===== src/proc_pkg.sv =====
// Shared types, instruction encodings and control/status structs
// for the five-stage pipelined processor

package proc_pkg;

  typedef logic [31:0] word_t;
  typedef logic [4:0]  reg_addr_t;

  // --------------------------------------------------
  // Opcodes and function codes
  // --------------------------------------------------

  localparam logic [5:0] op_special = 6'h00;
  localparam logic [5:0] op_j       = 6'h02;
  localparam logic [5:0] op_bne     = 6'h05;
  localparam logic [5:0] op_addiu   = 6'h09;
  localparam logic [5:0] op_ori     = 6'h0d;
  localparam logic [5:0] op_lui     = 6'h0f;
  localparam logic [5:0] op_cop0    = 6'h10;
  localparam logic [5:0] op_mul     = 6'h1c;
  localparam logic [5:0] op_lw      = 6'h23;
  localparam logic [5:0] op_sw      = 6'h2b;

  localparam logic [5:0] fn_sll  = 6'h00;
  localparam logic [5:0] fn_jr   = 6'h08;
  localparam logic [5:0] fn_addu = 6'h21;
  localparam logic [5:0] fn_subu = 6'h23;
  localparam logic [5:0] fn_and  = 6'h24;
  localparam logic [5:0] fn_or   = 6'h25;
  localparam logic [5:0] fn_slt  = 6'h2a;

  // rs field of a cop0 instruction picks the direction
  localparam logic [4:0] cop0_mf = 5'h00;
  localparam logic [4:0] cop0_mt = 5'h04;

  // --------------------------------------------------
  // Select encodings
  // --------------------------------------------------

  typedef enum logic [2:0] {
    alu_add, alu_sub, alu_and, alu_or, alu_slt, alu_sll, alu_lui
  } alu_fn_t;

  typedef enum logic [1:0] {op0_rs, op0_shamt, op0_zero} op0_sel_t;

  typedef enum logic [2:0] {
    op1_rt, op1_simm, op1_zimm, op1_pc4, op1_mngr
  } op1_sel_t;

  typedef enum logic [1:0] {byp_none, byp_x, byp_m, byp_w} byp_sel_t;

  typedef enum logic [1:0] {pc_plus4, pc_br, pc_j, pc_jr} pc_sel_t;

  // --------------------------------------------------
  // Control and status between ctrl and dpath
  // --------------------------------------------------

  typedef struct packed {
    logic      reg_en_f;
    logic      reg_en_d;
    logic      reg_en_x;
    logic      reg_en_m;
    logic      reg_en_w;
    logic      squash_d;
    pc_sel_t   pc_sel;
    op0_sel_t  op0_sel;
    op1_sel_t  op1_sel;
    byp_sel_t  byp_rs;
    byp_sel_t  byp_rt;
    alu_fn_t   alu_fn;
    logic      ex_sel_mul;
    logic      wb_sel_mem;
    reg_addr_t rf_waddr;
    logic      rf_wen;
  } ctrl_to_dpath_t;

  typedef struct packed {
    word_t inst_d;
    logic  br_ne_x;
  } dpath_to_ctrl_t;

endpackage


===== src/proc_alu.sv =====
// Processor ALU for the X stage, with the not-equal flag used by bne

`timescale 1ns/1ns

module proc_alu (
  input  proc_pkg::word_t   in0,
  input  proc_pkg::word_t   in1,
  input  proc_pkg::alu_fn_t fn,
  output proc_pkg::word_t   out,
  output logic              ne
);

  import proc_pkg::*;

  always_comb begin
    case (fn)
      alu_add: out = in0 + in1;
      alu_sub: out = in0 - in1;
      alu_and: out = in0 & in1;
      alu_or:  out = in0 | in1;
      alu_slt: out = {31'b0, $signed(in0) < $signed(in1)};
      // Shift amount arrives on in0
      alu_sll: out = in1 << in0[4:0];
      alu_lui: out = {in1[15:0], 16'b0};
      default: out = '0;
    endcase
  end

  assign ne = (in0 != in1);

endmodule


===== src/proc_regfile.sv =====
// 32 x 32-bit register file, two combinational reads and one write
// Register zero always reads as zero

`timescale 1ns/1ns

module proc_regfile (
  input  logic                clk,
  input  logic                reset,
  input  proc_pkg::reg_addr_t raddr0,
  input  proc_pkg::reg_addr_t raddr1,
  input  proc_pkg::reg_addr_t waddr,
  output proc_pkg::word_t     rdata0,
  output proc_pkg::word_t     rdata1,
  input  logic                wen,
  input  proc_pkg::word_t     wdata
);

  import proc_pkg::*;

  word_t regs [0:31];

  always_ff @(posedge clk) begin
    if (reset) begin
      for (int i = 0; i < 32; i++) begin
        regs[i] <= '0;
      end
    end else if (wen) begin
      regs[waddr] <= wdata;
    end
  end

  // Write-through covers an instruction in D reading what W writes
  function automatic word_t read_port(reg_addr_t addr, word_t stored, logic wr_en,
                                      reg_addr_t wr_addr, word_t wr_data);
    if (addr == '0)
      return '0;
    if (wr_en && (addr == wr_addr))
      return wr_data;
    return stored;
  endfunction

  assign rdata0 = read_port(raddr0, regs[raddr0], wen, waddr, wdata);
  assign rdata1 = read_port(raddr1, regs[raddr1], wen, waddr, wdata);

endmodule


===== src/proc_int_mul.sv =====
// Iterative shift-and-add multiplier, one bit per cycle
// Returns the low 32 bits of the product through a valid/ready response

`timescale 1ns/1ns

module proc_int_mul (
  input  logic            clk,
  input  logic            reset,
  input  logic            req_val,
  output logic            req_rdy,
  input  proc_pkg::word_t req_a,
  input  proc_pkg::word_t req_b,
  output logic            resp_val,
  input  logic            resp_rdy,
  output proc_pkg::word_t resp_data
);

  import proc_pkg::*;

  typedef enum logic [1:0] {st_idle, st_calc, st_done} state_t;

  state_t     state;
  word_t      a_reg;
  word_t      b_reg;
  word_t      acc;
  logic [4:0] count;

  always_ff @(posedge clk) begin
    if (reset) begin
      state <= st_idle;
    end else begin
      case (state)
        st_idle: if (req_val) state <= st_calc;
        st_calc: if (count == 5'd31) state <= st_done;
        st_done: if (resp_rdy) state <= st_idle;
        default: state <= st_idle;
      endcase
    end
  end

  // Operands load while idle, then one partial product per cycle
  always_ff @(posedge clk) begin
    case (state)
      st_idle: begin
        a_reg <= req_a;
        b_reg <= req_b;
        acc   <= '0;
        count <= '0;
      end
      st_calc: begin
        if (b_reg[0])
          acc <= acc + a_reg;
        a_reg <= a_reg << 1;
        b_reg <= b_reg >> 1;
        count <= count + 5'd1;
      end
      default: begin
        count <= count;
      end
    endcase
  end

  assign req_rdy   = (state == st_idle);
  assign resp_val  = (state == st_done);
  assign resp_data = acc;

endmodule


===== src/proc_dpath.sv =====
// Five-stage processor datapath
// PC and fetch, operand and bypass muxes, ALU and multiplier, write-back

`timescale 1ns/1ns

module proc_dpath #(
  parameter proc_pkg::word_t p_reset_vector = 32'h0000_1000
) (
  input  logic                     clk,
  input  logic                     reset,
  output proc_pkg::word_t          imem_addr,
  input  proc_pkg::word_t          imem_data,
  output proc_pkg::word_t          dmem_addr,
  output proc_pkg::word_t          dmem_wdata,
  input  proc_pkg::word_t          dmem_rdata,
  input  proc_pkg::word_t          from_mngr_data,
  output proc_pkg::word_t          to_mngr_data,
  input  proc_pkg::ctrl_to_dpath_t c,
  output proc_pkg::dpath_to_ctrl_t s,
  input  logic                     mul_req_val,
  input  logic                     mul_resp_rdy,
  output logic                     mul_req_rdy,
  output logic                     mul_resp_val
);

  import proc_pkg::*;

  word_t pc_f, pc_next_f, pc_plus4_f;
  word_t inst_d, pc_plus4_d, imm_sext_d, imm_zext_d;
  word_t br_target_d, j_target_d;
  word_t rf_rdata0, rf_rdata1, rs_val_d, rt_val_d, op0_d, op1_d;
  word_t op0_x, op1_x, wdata_x, br_target_x;
  word_t alu_result_x, mul_result_x, ex_result_x;
  word_t ex_result_m, wb_result_m, wb_result_w;
  logic  br_ne_x;

  // --------------------------------------------------
  // F stage
  // --------------------------------------------------

  always_ff @(posedge clk) begin
    if (reset)
      pc_f <= p_reset_vector - 32'd4;
    else if (c.reg_en_f)
      pc_f <= pc_next_f;
  end

  assign pc_plus4_f = pc_f + 32'd4;

  always_comb begin
    case (c.pc_sel)
      pc_br:   pc_next_f = br_target_x;
      pc_j:    pc_next_f = j_target_d;
      pc_jr:   pc_next_f = rs_val_d;
      default: pc_next_f = pc_plus4_f;
    endcase
  end

  // Refetch the same word while F is stalled
  assign imem_addr = c.reg_en_f ? pc_next_f : pc_f;

  // --------------------------------------------------
  // D stage
  // --------------------------------------------------

  always_ff @(posedge clk) begin
    if (reset)
      inst_d <= '0;
    else if (c.reg_en_d)
      inst_d <= c.squash_d ? '0 : imem_data;
  end

  always_ff @(posedge clk) begin
    if (c.reg_en_d)
      pc_plus4_d <= pc_plus4_f;
  end

  assign imm_sext_d  = {{16{inst_d[15]}}, inst_d[15:0]};
  assign imm_zext_d  = {16'b0, inst_d[15:0]};
  assign br_target_d = pc_plus4_d + {imm_sext_d[29:0], 2'b00};
  assign j_target_d  = {pc_plus4_d[31:28], inst_d[25:0], 2'b00};

  proc_regfile rf (
    .clk    (clk),
    .reset  (reset),
    .raddr0 (inst_d[25:21]),
    .raddr1 (inst_d[20:16]),
    .waddr  (c.rf_waddr),
    .rdata0 (rf_rdata0),
    .rdata1 (rf_rdata1),
    .wen    (c.rf_wen),
    .wdata  (wb_result_w)
  );

  function automatic word_t byp_mux(byp_sel_t sel, word_t rf_val, word_t x_val,
                                    word_t m_val, word_t w_val);
    case (sel)
      byp_x:   return x_val;
      byp_m:   return m_val;
      byp_w:   return w_val;
      default: return rf_val;
    endcase
  endfunction

  assign rs_val_d = byp_mux(c.byp_rs, rf_rdata0, ex_result_x, wb_result_m, wb_result_w);
  assign rt_val_d = byp_mux(c.byp_rt, rf_rdata1, ex_result_x, wb_result_m, wb_result_w);

  always_comb begin
    case (c.op0_sel)
      op0_shamt: op0_d = {27'b0, inst_d[10:6]};
      op0_zero:  op0_d = '0;
      default:   op0_d = rs_val_d;
    endcase
    case (c.op1_sel)
      op1_simm: op1_d = imm_sext_d;
      op1_zimm: op1_d = imm_zext_d;
      op1_pc4:  op1_d = pc_plus4_d;
      op1_mngr: op1_d = from_mngr_data;
      default:  op1_d = rt_val_d;
    endcase
  end

  // Multiplier takes its operands as mul leaves D
  proc_int_mul mul (
    .clk       (clk),
    .reset     (reset),
    .req_val   (mul_req_val),
    .req_rdy   (mul_req_rdy),
    .req_a     (op0_d),
    .req_b     (op1_d),
    .resp_val  (mul_resp_val),
    .resp_rdy  (mul_resp_rdy),
    .resp_data (mul_result_x)
  );

  // --------------------------------------------------
  // X stage
  // --------------------------------------------------

  always_ff @(posedge clk) begin
    if (c.reg_en_x) begin
      op0_x       <= op0_d;
      op1_x       <= op1_d;
      wdata_x     <= rt_val_d;
      br_target_x <= br_target_d;
    end
  end

  proc_alu alu (
    .in0 (op0_x),
    .in1 (op1_x),
    .fn  (c.alu_fn),
    .out (alu_result_x),
    .ne  (br_ne_x)
  );

  assign ex_result_x = c.ex_sel_mul ? mul_result_x : alu_result_x;
  assign dmem_addr   = alu_result_x;
  assign dmem_wdata  = wdata_x;

  // --------------------------------------------------
  // M and W stages
  // --------------------------------------------------

  always_ff @(posedge clk) begin
    if (c.reg_en_m)
      ex_result_m <= ex_result_x;
    if (c.reg_en_w)
      wb_result_w <= wb_result_m;
  end

  // Load data returns one cycle after the X-stage request
  assign wb_result_m  = c.wb_sel_mem ? dmem_rdata : ex_result_m;
  assign to_mngr_data = wb_result_w;

  assign s.inst_d  = inst_d;
  assign s.br_ne_x = br_ne_x;

endmodule


===== src/proc_ctrl.sv =====
// Pipelined control unit: decode, hazard and bypass logic,
// stall/squash enables and the manager and multiplier strobes

`timescale 1ns/1ns

module proc_ctrl (
  input  logic                     clk,
  input  logic                     reset,
  output proc_pkg::ctrl_to_dpath_t c,
  input  proc_pkg::dpath_to_ctrl_t s,
  output logic                     mul_req_val,
  output logic                     mul_resp_rdy,
  input  logic                     mul_req_rdy,
  input  logic                     mul_resp_val,
  output logic                     dmem_wen,
  input  logic                     from_mngr_val,
  output logic                     from_mngr_rdy,
  output logic                     to_mngr_val
);

  import proc_pkg::*;

  // Control carried with an instruction beyond D
  typedef struct packed {
    alu_fn_t   alu_fn;
    logic      is_mul;
    logic      is_lw;
    logic      is_sw;
    logic      is_bne;
    logic      is_mtc0;
    logic      rf_wen;
    reg_addr_t rf_waddr;
  } ctl_t;

  reg_addr_t rs_d, rt_d, rd_d;
  ctl_t      ctl_d, ctl_x, ctl_m, ctl_w;
  op0_sel_t  op0_sel_d;
  op1_sel_t  op1_sel_d;
  logic      uses_rs, uses_rt, is_j_d, is_jr_d, is_mfc0_d;
  logic      val_x, val_m, val_w, fetch_live;
  logic      rs_x, rs_m, rs_w, rt_x, rt_m, rt_w;
  logic      load_use, stall_x, stall_d, go_d, br_taken_x, jump_d;

  assign rs_d = s.inst_d[25:21];
  assign rt_d = s.inst_d[20:16];
  assign rd_d = s.inst_d[15:11];

  // --------------------------------------------------
  // Decode
  // --------------------------------------------------

  always_comb begin
    ctl_d     = '0;
    op0_sel_d = op0_rs;
    op1_sel_d = op1_rt;
    uses_rs   = 1'b0;
    uses_rt   = 1'b0;
    is_j_d    = 1'b0;
    is_jr_d   = 1'b0;
    is_mfc0_d = 1'b0;
    ctl_d.rf_waddr = rt_d;
    case (s.inst_d[31:26])
      op_special: begin
        uses_rs        = 1'b1;
        uses_rt        = 1'b1;
        ctl_d.rf_wen   = 1'b1;
        ctl_d.rf_waddr = rd_d;
        case (s.inst_d[5:0])
          fn_addu: ctl_d.alu_fn = alu_add;
          fn_subu: ctl_d.alu_fn = alu_sub;
          fn_and:  ctl_d.alu_fn = alu_and;
          fn_or:   ctl_d.alu_fn = alu_or;
          fn_slt:  ctl_d.alu_fn = alu_slt;
          fn_sll: begin
            ctl_d.alu_fn = alu_sll;
            op0_sel_d    = op0_shamt;
            uses_rs      = 1'b0;
          end
          fn_jr: begin
            is_jr_d      = 1'b1;
            uses_rt      = 1'b0;
            ctl_d.rf_wen = 1'b0;
          end
          default: ctl_d.rf_wen = 1'b0;
        endcase
      end
      op_addiu, op_lw: begin
        uses_rs      = 1'b1;
        op1_sel_d    = op1_simm;
        ctl_d.rf_wen = 1'b1;
        ctl_d.is_lw  = (s.inst_d[31:26] == op_lw);
      end
      op_ori: begin
        uses_rs      = 1'b1;
        op1_sel_d    = op1_zimm;
        ctl_d.alu_fn = alu_or;
        ctl_d.rf_wen = 1'b1;
      end
      op_lui: begin
        op0_sel_d    = op0_zero;
        op1_sel_d    = op1_zimm;
        ctl_d.alu_fn = alu_lui;
        ctl_d.rf_wen = 1'b1;
      end
      op_sw: begin
        uses_rs     = 1'b1;
        uses_rt     = 1'b1;
        op1_sel_d   = op1_simm;
        ctl_d.is_sw = 1'b1;
      end
      op_bne: begin
        uses_rs      = 1'b1;
        uses_rt      = 1'b1;
        ctl_d.alu_fn = alu_sub;
        ctl_d.is_bne = 1'b1;
      end
      op_j: is_j_d = 1'b1;
      op_cop0: begin
        op0_sel_d = op0_zero;
        if (rs_d == cop0_mt) begin
          uses_rt       = 1'b1;
          ctl_d.is_mtc0 = 1'b1;
        end else if (rs_d == cop0_mf) begin
          op1_sel_d    = op1_mngr;
          is_mfc0_d    = 1'b1;
          ctl_d.rf_wen = 1'b1;
        end
      end
      op_mul: begin
        uses_rs        = 1'b1;
        uses_rt        = 1'b1;
        ctl_d.is_mul   = 1'b1;
        ctl_d.rf_wen   = 1'b1;
        ctl_d.rf_waddr = rd_d;
      end
      default: ctl_d.rf_wen = 1'b0;
    endcase
    // Writes to r0 are dropped here so they never match a source
    if (ctl_d.rf_waddr == '0)
      ctl_d.rf_wen = 1'b0;
  end

  // --------------------------------------------------
  // Hazards and bypass selection
  // --------------------------------------------------

  function automatic logic hit(logic val, ctl_t ctl, reg_addr_t r);
    return val && ctl.rf_wen && (ctl.rf_waddr == r);
  endfunction

  function automatic byp_sel_t byp_pick(logic hx, logic hm, logic hw);
    if (hx)
      return byp_x;
    if (hm)
      return byp_m;
    if (hw)
      return byp_w;
    return byp_none;
  endfunction

  assign rs_x = uses_rs && hit(val_x, ctl_x, rs_d);
  assign rs_m = uses_rs && hit(val_m, ctl_m, rs_d);
  assign rs_w = uses_rs && hit(val_w, ctl_w, rs_d);
  assign rt_x = uses_rt && hit(val_x, ctl_x, rt_d);
  assign rt_m = uses_rt && hit(val_m, ctl_m, rt_d);
  assign rt_w = uses_rt && hit(val_w, ctl_w, rt_d);

  assign load_use   = (rs_x || rt_x) && ctl_x.is_lw;
  assign stall_x    = val_x && ctl_x.is_mul && !mul_resp_val;
  assign br_taken_x = val_x && ctl_x.is_bne && s.br_ne_x;

  // A taken branch overrides any stall of the wrong-path D instruction
  assign stall_d = (stall_x || load_use || (is_mfc0_d && !from_mngr_val) ||
                    (ctl_d.is_mul && !mul_req_rdy)) && !br_taken_x;
  assign go_d    = !stall_d && !br_taken_x;
  assign jump_d  = (is_j_d || is_jr_d) && go_d;

  always_comb begin
    c            = '0;
    c.reg_en_f   = !stall_d;
    c.reg_en_d   = !stall_d;
    c.reg_en_x   = !stall_x;
    c.reg_en_m   = val_x && !stall_x;
    c.reg_en_w   = val_m;
    c.squash_d   = br_taken_x || jump_d || !fetch_live;
    if (br_taken_x)
      c.pc_sel = pc_br;
    else if (jump_d && is_jr_d)
      c.pc_sel = pc_jr;
    else if (jump_d)
      c.pc_sel = pc_j;
    else
      c.pc_sel = pc_plus4;
    c.op0_sel    = op0_sel_d;
    c.op1_sel    = op1_sel_d;
    c.byp_rs     = byp_pick(rs_x, rs_m, rs_w);
    c.byp_rt     = byp_pick(rt_x, rt_m, rt_w);
    c.alu_fn     = ctl_x.alu_fn;
    c.ex_sel_mul = ctl_x.is_mul;
    c.wb_sel_mem = ctl_m.is_lw;
    c.rf_waddr   = ctl_w.rf_waddr;
    c.rf_wen     = val_w && ctl_w.rf_wen;
  end

  // --------------------------------------------------
  // Pipeline valid bits and control registers
  // --------------------------------------------------

  // F holds a real fetch from the second cycle after reset
  always_ff @(posedge clk) begin
    if (reset) begin
      fetch_live <= 1'b0;
      val_x      <= 1'b0;
      val_m      <= 1'b0;
      val_w      <= 1'b0;
    end else begin
      fetch_live <= 1'b1;
      if (!stall_x)
        val_x <= go_d;
      val_m <= val_x && !stall_x;
      val_w <= val_m;
    end
  end

  always_ff @(posedge clk) begin
    if (!stall_x)
      ctl_x <= ctl_d;
    ctl_m <= ctl_x;
    ctl_w <= ctl_m;
  end

  assign mul_req_val   = ctl_d.is_mul && go_d;
  assign mul_resp_rdy  = val_x && ctl_x.is_mul;
  assign dmem_wen      = val_x && ctl_x.is_sw;
  assign from_mngr_rdy = is_mfc0_d && !stall_x && !load_use && !br_taken_x;
  assign to_mngr_val   = val_w && ctl_w.is_mtc0;

endmodule


===== src/proc_top.sv =====
// Pipelined processor top: control unit and datapath joined
// to the memory and manager ports

`timescale 1ns/1ns

module proc_top #(
  parameter proc_pkg::word_t p_reset_vector = 32'h0000_1000
) (
  input  logic            clk,
  input  logic            reset,
  output proc_pkg::word_t imem_addr,
  input  proc_pkg::word_t imem_data,
  output proc_pkg::word_t dmem_addr,
  output proc_pkg::word_t dmem_wdata,
  output logic            dmem_wen,
  input  proc_pkg::word_t dmem_rdata,
  input  proc_pkg::word_t from_mngr_data,
  input  logic            from_mngr_val,
  output logic            from_mngr_rdy,
  output proc_pkg::word_t to_mngr_data,
  output logic            to_mngr_val
);

  import proc_pkg::*;

  ctrl_to_dpath_t c;
  dpath_to_ctrl_t s;
  logic           mul_req_val;
  logic           mul_req_rdy;
  logic           mul_resp_val;
  logic           mul_resp_rdy;

  proc_ctrl ctrl (
    .clk           (clk),
    .reset         (reset),
    .c             (c),
    .s             (s),
    .mul_req_val   (mul_req_val),
    .mul_resp_rdy  (mul_resp_rdy),
    .mul_req_rdy   (mul_req_rdy),
    .mul_resp_val  (mul_resp_val),
    .dmem_wen      (dmem_wen),
    .from_mngr_val (from_mngr_val),
    .from_mngr_rdy (from_mngr_rdy),
    .to_mngr_val   (to_mngr_val)
  );

  proc_dpath #(
    .p_reset_vector (p_reset_vector)
  ) dpath (
    .clk            (clk),
    .reset          (reset),
    .imem_addr      (imem_addr),
    .imem_data      (imem_data),
    .dmem_addr      (dmem_addr),
    .dmem_wdata     (dmem_wdata),
    .dmem_rdata     (dmem_rdata),
    .from_mngr_data (from_mngr_data),
    .to_mngr_data   (to_mngr_data),
    .c              (c),
    .s              (s),
    .mul_req_val    (mul_req_val),
    .mul_resp_rdy   (mul_resp_rdy),
    .mul_req_rdy    (mul_req_rdy),
    .mul_resp_val   (mul_resp_val)
  );

endmodule


===== config.mk =====
export PLATFORM = sky130hd
export DESIGN_NAME = proc_top
export DESIGN_NICKNAME = d
export VERILOG_FILES = /design/src/proc_pkg.sv /design/src/proc_alu.sv /design/src/proc_regfile.sv /design/src/proc_int_mul.sv /design/src/proc_dpath.sv /design/src/proc_ctrl.sv /design/src/proc_top.sv
export SDC_FILE = /design/constraint.sdc
export NUM_CORES = 2
export LEC_CHECK = 0
export BUFFER_PORTS_ARGS = -buffer_cell sky130_fd_sc_hd__buf_2
export CELL_PAD_IN_SITES_DETAIL_PLACEMENT = 0
export CELL_PAD_IN_SITES_GLOBAL_PLACEMENT = 1
export CORE_MARGIN = 2
export CORE_UTILIZATION = 50
export CTS_BUF_LIST = sky130_fd_sc_hd__clkbuf_2 sky130_fd_sc_hd__clkbuf_4 sky130_fd_sc_hd__clkbuf_8
export DETAILED_ROUTE_END_ITERATION = 12
export GPL_TIMING_DRIVEN = 0
export PLACE_DENSITY = 0.81
export SYNTH_ARGS = -nofsm -noshare
export SYNTH_HDL_FRONTEND = slang
export SYNTH_HIERARCHICAL = 1
export SYNTH_SLANG_ARGS = --single-unit
export TNS_END_PERCENT = 50

===== constraint.sdc =====
create_clock -name clk -period 30.4 [get_ports clk]
set_input_delay 1.52 -clock clk [delete_from_list [all_inputs] [get_ports clk]]
set_output_delay 1.52 -clock clk [all_outputs]
set_load 0.005 [all_outputs]

==> impl_metrics.tcl <==
set metrics [dict create \
    skew_ns 0.117 \
    regToRegSetupSlack_ns 23.02 \
    first_iter_violations 10000 \
    cts_buffer_depth 3 \
    r2r-end "dpath/pc_f[28]$_SDFF_PP0_" \
    drc 0 \
    grt_max_degree 72 \
    critPathLaunch "dpath/op0_x[2]$_DFFE_PP_" \
    netlist_area_mm2 0.0860 \
    period_minus_slack_ns 9.80 \
    dp.cells 9595 \
    async_flop_share_pct 0 \
    drtPass1Iterations 8 \
    grt_use_met2_pct 71.1 \
    relSlewSlack_pct -12.3 \
    busiest_layer "met2" \
    grt_usage_pct 46.7 \
    violations "capacitance limit, slew limit" \
    pin_count 230 \
    ys.flop_type "edfxtp_1" \
    path_class "reg -> out" \
    ys_seq_area_share_pct 49.6 \
    synth-simple-area-share_pct 15.2 \
    synth_edf_count 1363 \
    setup_tns_ns 0 \
    antenna_found_initial 34 \
    synth.area.top_cells "edfxtp_1 48%, mux4_2 12%, and2_1 7.9%" \
    cp.required_ns 28.88 \
    fmax_mhz 102 \
    yosysMostFrequentCell "edfxtp_1" \
    cts_hold_buf 0 \
    worstMarginPinSlew_ns 1.68 \
    drv_cap 2 \
    regToRegStartpoint "dpath/op0_x[2]$_DFFE_PP_" \
    fp.coreArea_mm2 0.171 \
    post-synth-top-area-cell "edfxtp_1" \
    cp_max_fo 10 \
    synth_compound_area_share_pct 9.60 \
    synth.avg_cell_area_um2 12.2 \
    final_layout_size_suffix_gt1_share_pct 19.5 \
    viasPerCell 6.80 \
    dieArea_mm2 0.175 \
    wl_per_cell_um 41.2 \
    layout.cells.non_filler 10100 \
    pre_cts_ws_ns 21.99 \
    synth.distinct_cells 126 \
    grt_pass1_wl_um 549000 \
    synth_cells 7050 \
    syn_to_final_growth_pct 11.0 \
    finalMaxSlewViolations 22 \
    dp_hpwl_um 312000 \
    die_w_um 419 \
    synth_xor_area_share_pct 1.45 \
    p_per_area_mw_per_mm2 59.6 \
    cp-start-kind "flop" \
    cts_sinks 1448 \
    synth_nets 7317 \
    finalHoldViolCount 0 \
    post-cts-setup-buffer-count 0 \
    reg2regPathDepth 20 \
    cts_tree "done" \
    ir_drop_v 0.0000451 \
    use_met1_pct 52.5 \
    p_leak_nw 35.1 \
    num_vias 68400 \
    arrival_ns 8.28 \
    rsz0062_at_grt "no" \
    rows 152 \
    synthMuxAreaShare_pct 17.8 \
    setup_ws_ns 20.60 \
    ys_warn_count 6 \
    synthTopCellsByCount "1363 x edfxtp_1, 1091 x and2_1, 547 x nand2_1" \
    period_share_pct 32.2 \
    cp-end-kind "output pin" \
    finalSetupViolCount 0 \
    yosysTopAreaCellShare_pct 47.6 \
    numCtsBuffers 241 \
    wl_um 414000 \
    largest_reg_flops 1024 \
    clk_pin_slew_worst_paths_ns 0.07 \
    synth_fa_ha_area_share_pct 2.48 \
    die-height_um 419 \
    root_buffer "clkbuf_8" \
    drtAntennaViolNets 0 \
    portBuffers 229 \
    gr-total-overflow 0 \
    worstSetupEndpoint "imem_addr[22]" \
    hp-class "reg -> reg" \
    hold_slack_ns 0.294 \
    fin_nets 7797 \
    ctsHtreeMaxLevel 4 \
    grt_pass1_vias 65800 \
    grtUsageMet3_pct 12.6 \
    gp_congestion 1.08 \
    synth_top_family_by_area "multiplexers" \
    largest_register "dpath/rf/regs" \
    cts_resized 0 \
    insertion_delay_ns 1.07 \
    status "complete, but fails checks" \
    ys_ff_latch 1448 \
    initial_core_util_pct 50.2 \
]
where the power goes:
| part | internal, W | switching (W) | total (W) |
|---|---|---|---|
| registers | 0.00234 | 0.000157 | 0.00249 |
| clock network | 0.00100 | 0.000879 | 0.00188 |
| logic | 0.000418 | 0.000895 | 0.00131 |
cells in the final DEF, fill, tap and decap left out, types with 89 or more instances in the layout:
cell type	Yosys	routed
edfxtp_1	1363	1363
and2_1	1091	1090
nand2_1	547	547
mux4_2	459	459
clkbuf_1	401	396
mux2i_1	364	364
buf_2	104	333
nor2_1	315	315
clkbuf_8	2	260
a21oi_1	251	250
o21ai_0	195	195
ha_1	164	164
inv_1	132	131
a22oi_1	115	115
nand3_1	114	114
mux2_2	89	89
worst max-delay path: stages (launching register included):
cell      delay [ns]
edfxtp_1        0.54
inv_1           0.19
buf_1           0.45
clkbuf_1        0.56
ha_1            0.34
clkbuf_2        0.17
nor2b_1         0.18
o211ai_1        0.32
a31oi_1         0.26
a31oi_1         0.75
o21ai_0         0.33
a21o_1          0.27
a21oi_1         0.17
mux2i_1         0.34
nand3_1         0.39
mux2_2          0.48
mux4_2          0.60
a221oi_1        0.50
o21a_1          0.23
nor2_1          0.06
buf_2           0.13
final cells by class:
class                   count  area (µm²)
diodes                     15        37.5
plain buffers             620        2940
clock buffers             325        4050
clock inverters           123        1130
fillers                 14500       75900
inverters                 135         509
multi-input cells        4847       40000
flip-flops and latches   1448       42600
well taps                2310        2890
repair buffers            237        1310
metrics by stage:
step	utilization (%)	total power, W	area [µm²]
after floorplan	-	0.00313	86000
after global placement	52.6	0.00376	90100
after detailed placement	52.7	0.00378	90200
after CTS	55.7	0.00563	95400
after global routing	55.7	0.00580	95400
final	55.7	0.00569	95500
worst min path at each step:
stage	start	endpoint	slack [ns]	depth (start not counted)
floorplan	ctrl/ctl_m[6]$_DFF_P_	ctrl/ctl_w[6]$_DFF_P_	0.31	0
global placement	ctrl/ctl_m[6]$_DFF_P_	ctrl/ctl_w[6]$_DFF_P_	0.32	0
detailed placement	ctrl/ctl_m[6]$_DFF_P_	ctrl/ctl_w[6]$_DFF_P_	0.34	0
CTS	ctrl/ctl_m[6]$_DFF_P_	ctrl/ctl_w[6]$_DFF_P_	0.31	0
global route	ctrl/ctl_m[6]$_DFF_P_	ctrl/ctl_w[6]$_DFF_P_	0.33	0
finish	ctrl/ctl_m[6]$_DFF_P_	ctrl/ctl_w[6]$_DFF_P_	0.29	0
cell families after synthesis:
family,count (synthesis)
AOI/OAI and AO/OA,1185
xor gates and xnor gates,142
adders and majority gates,168
buffers and inverters,755
DFF,1448
muxes,924
and+or+nand+nor,2428
per-layer routing:
layer  up-vias  part of all wire [%]
met3      1449                    11
met5         -                 0.037
met4        22                    12
met1     34200                    33
met2      5188                    44
li1      27600                     -
Power figures use the tool's default switching activity.
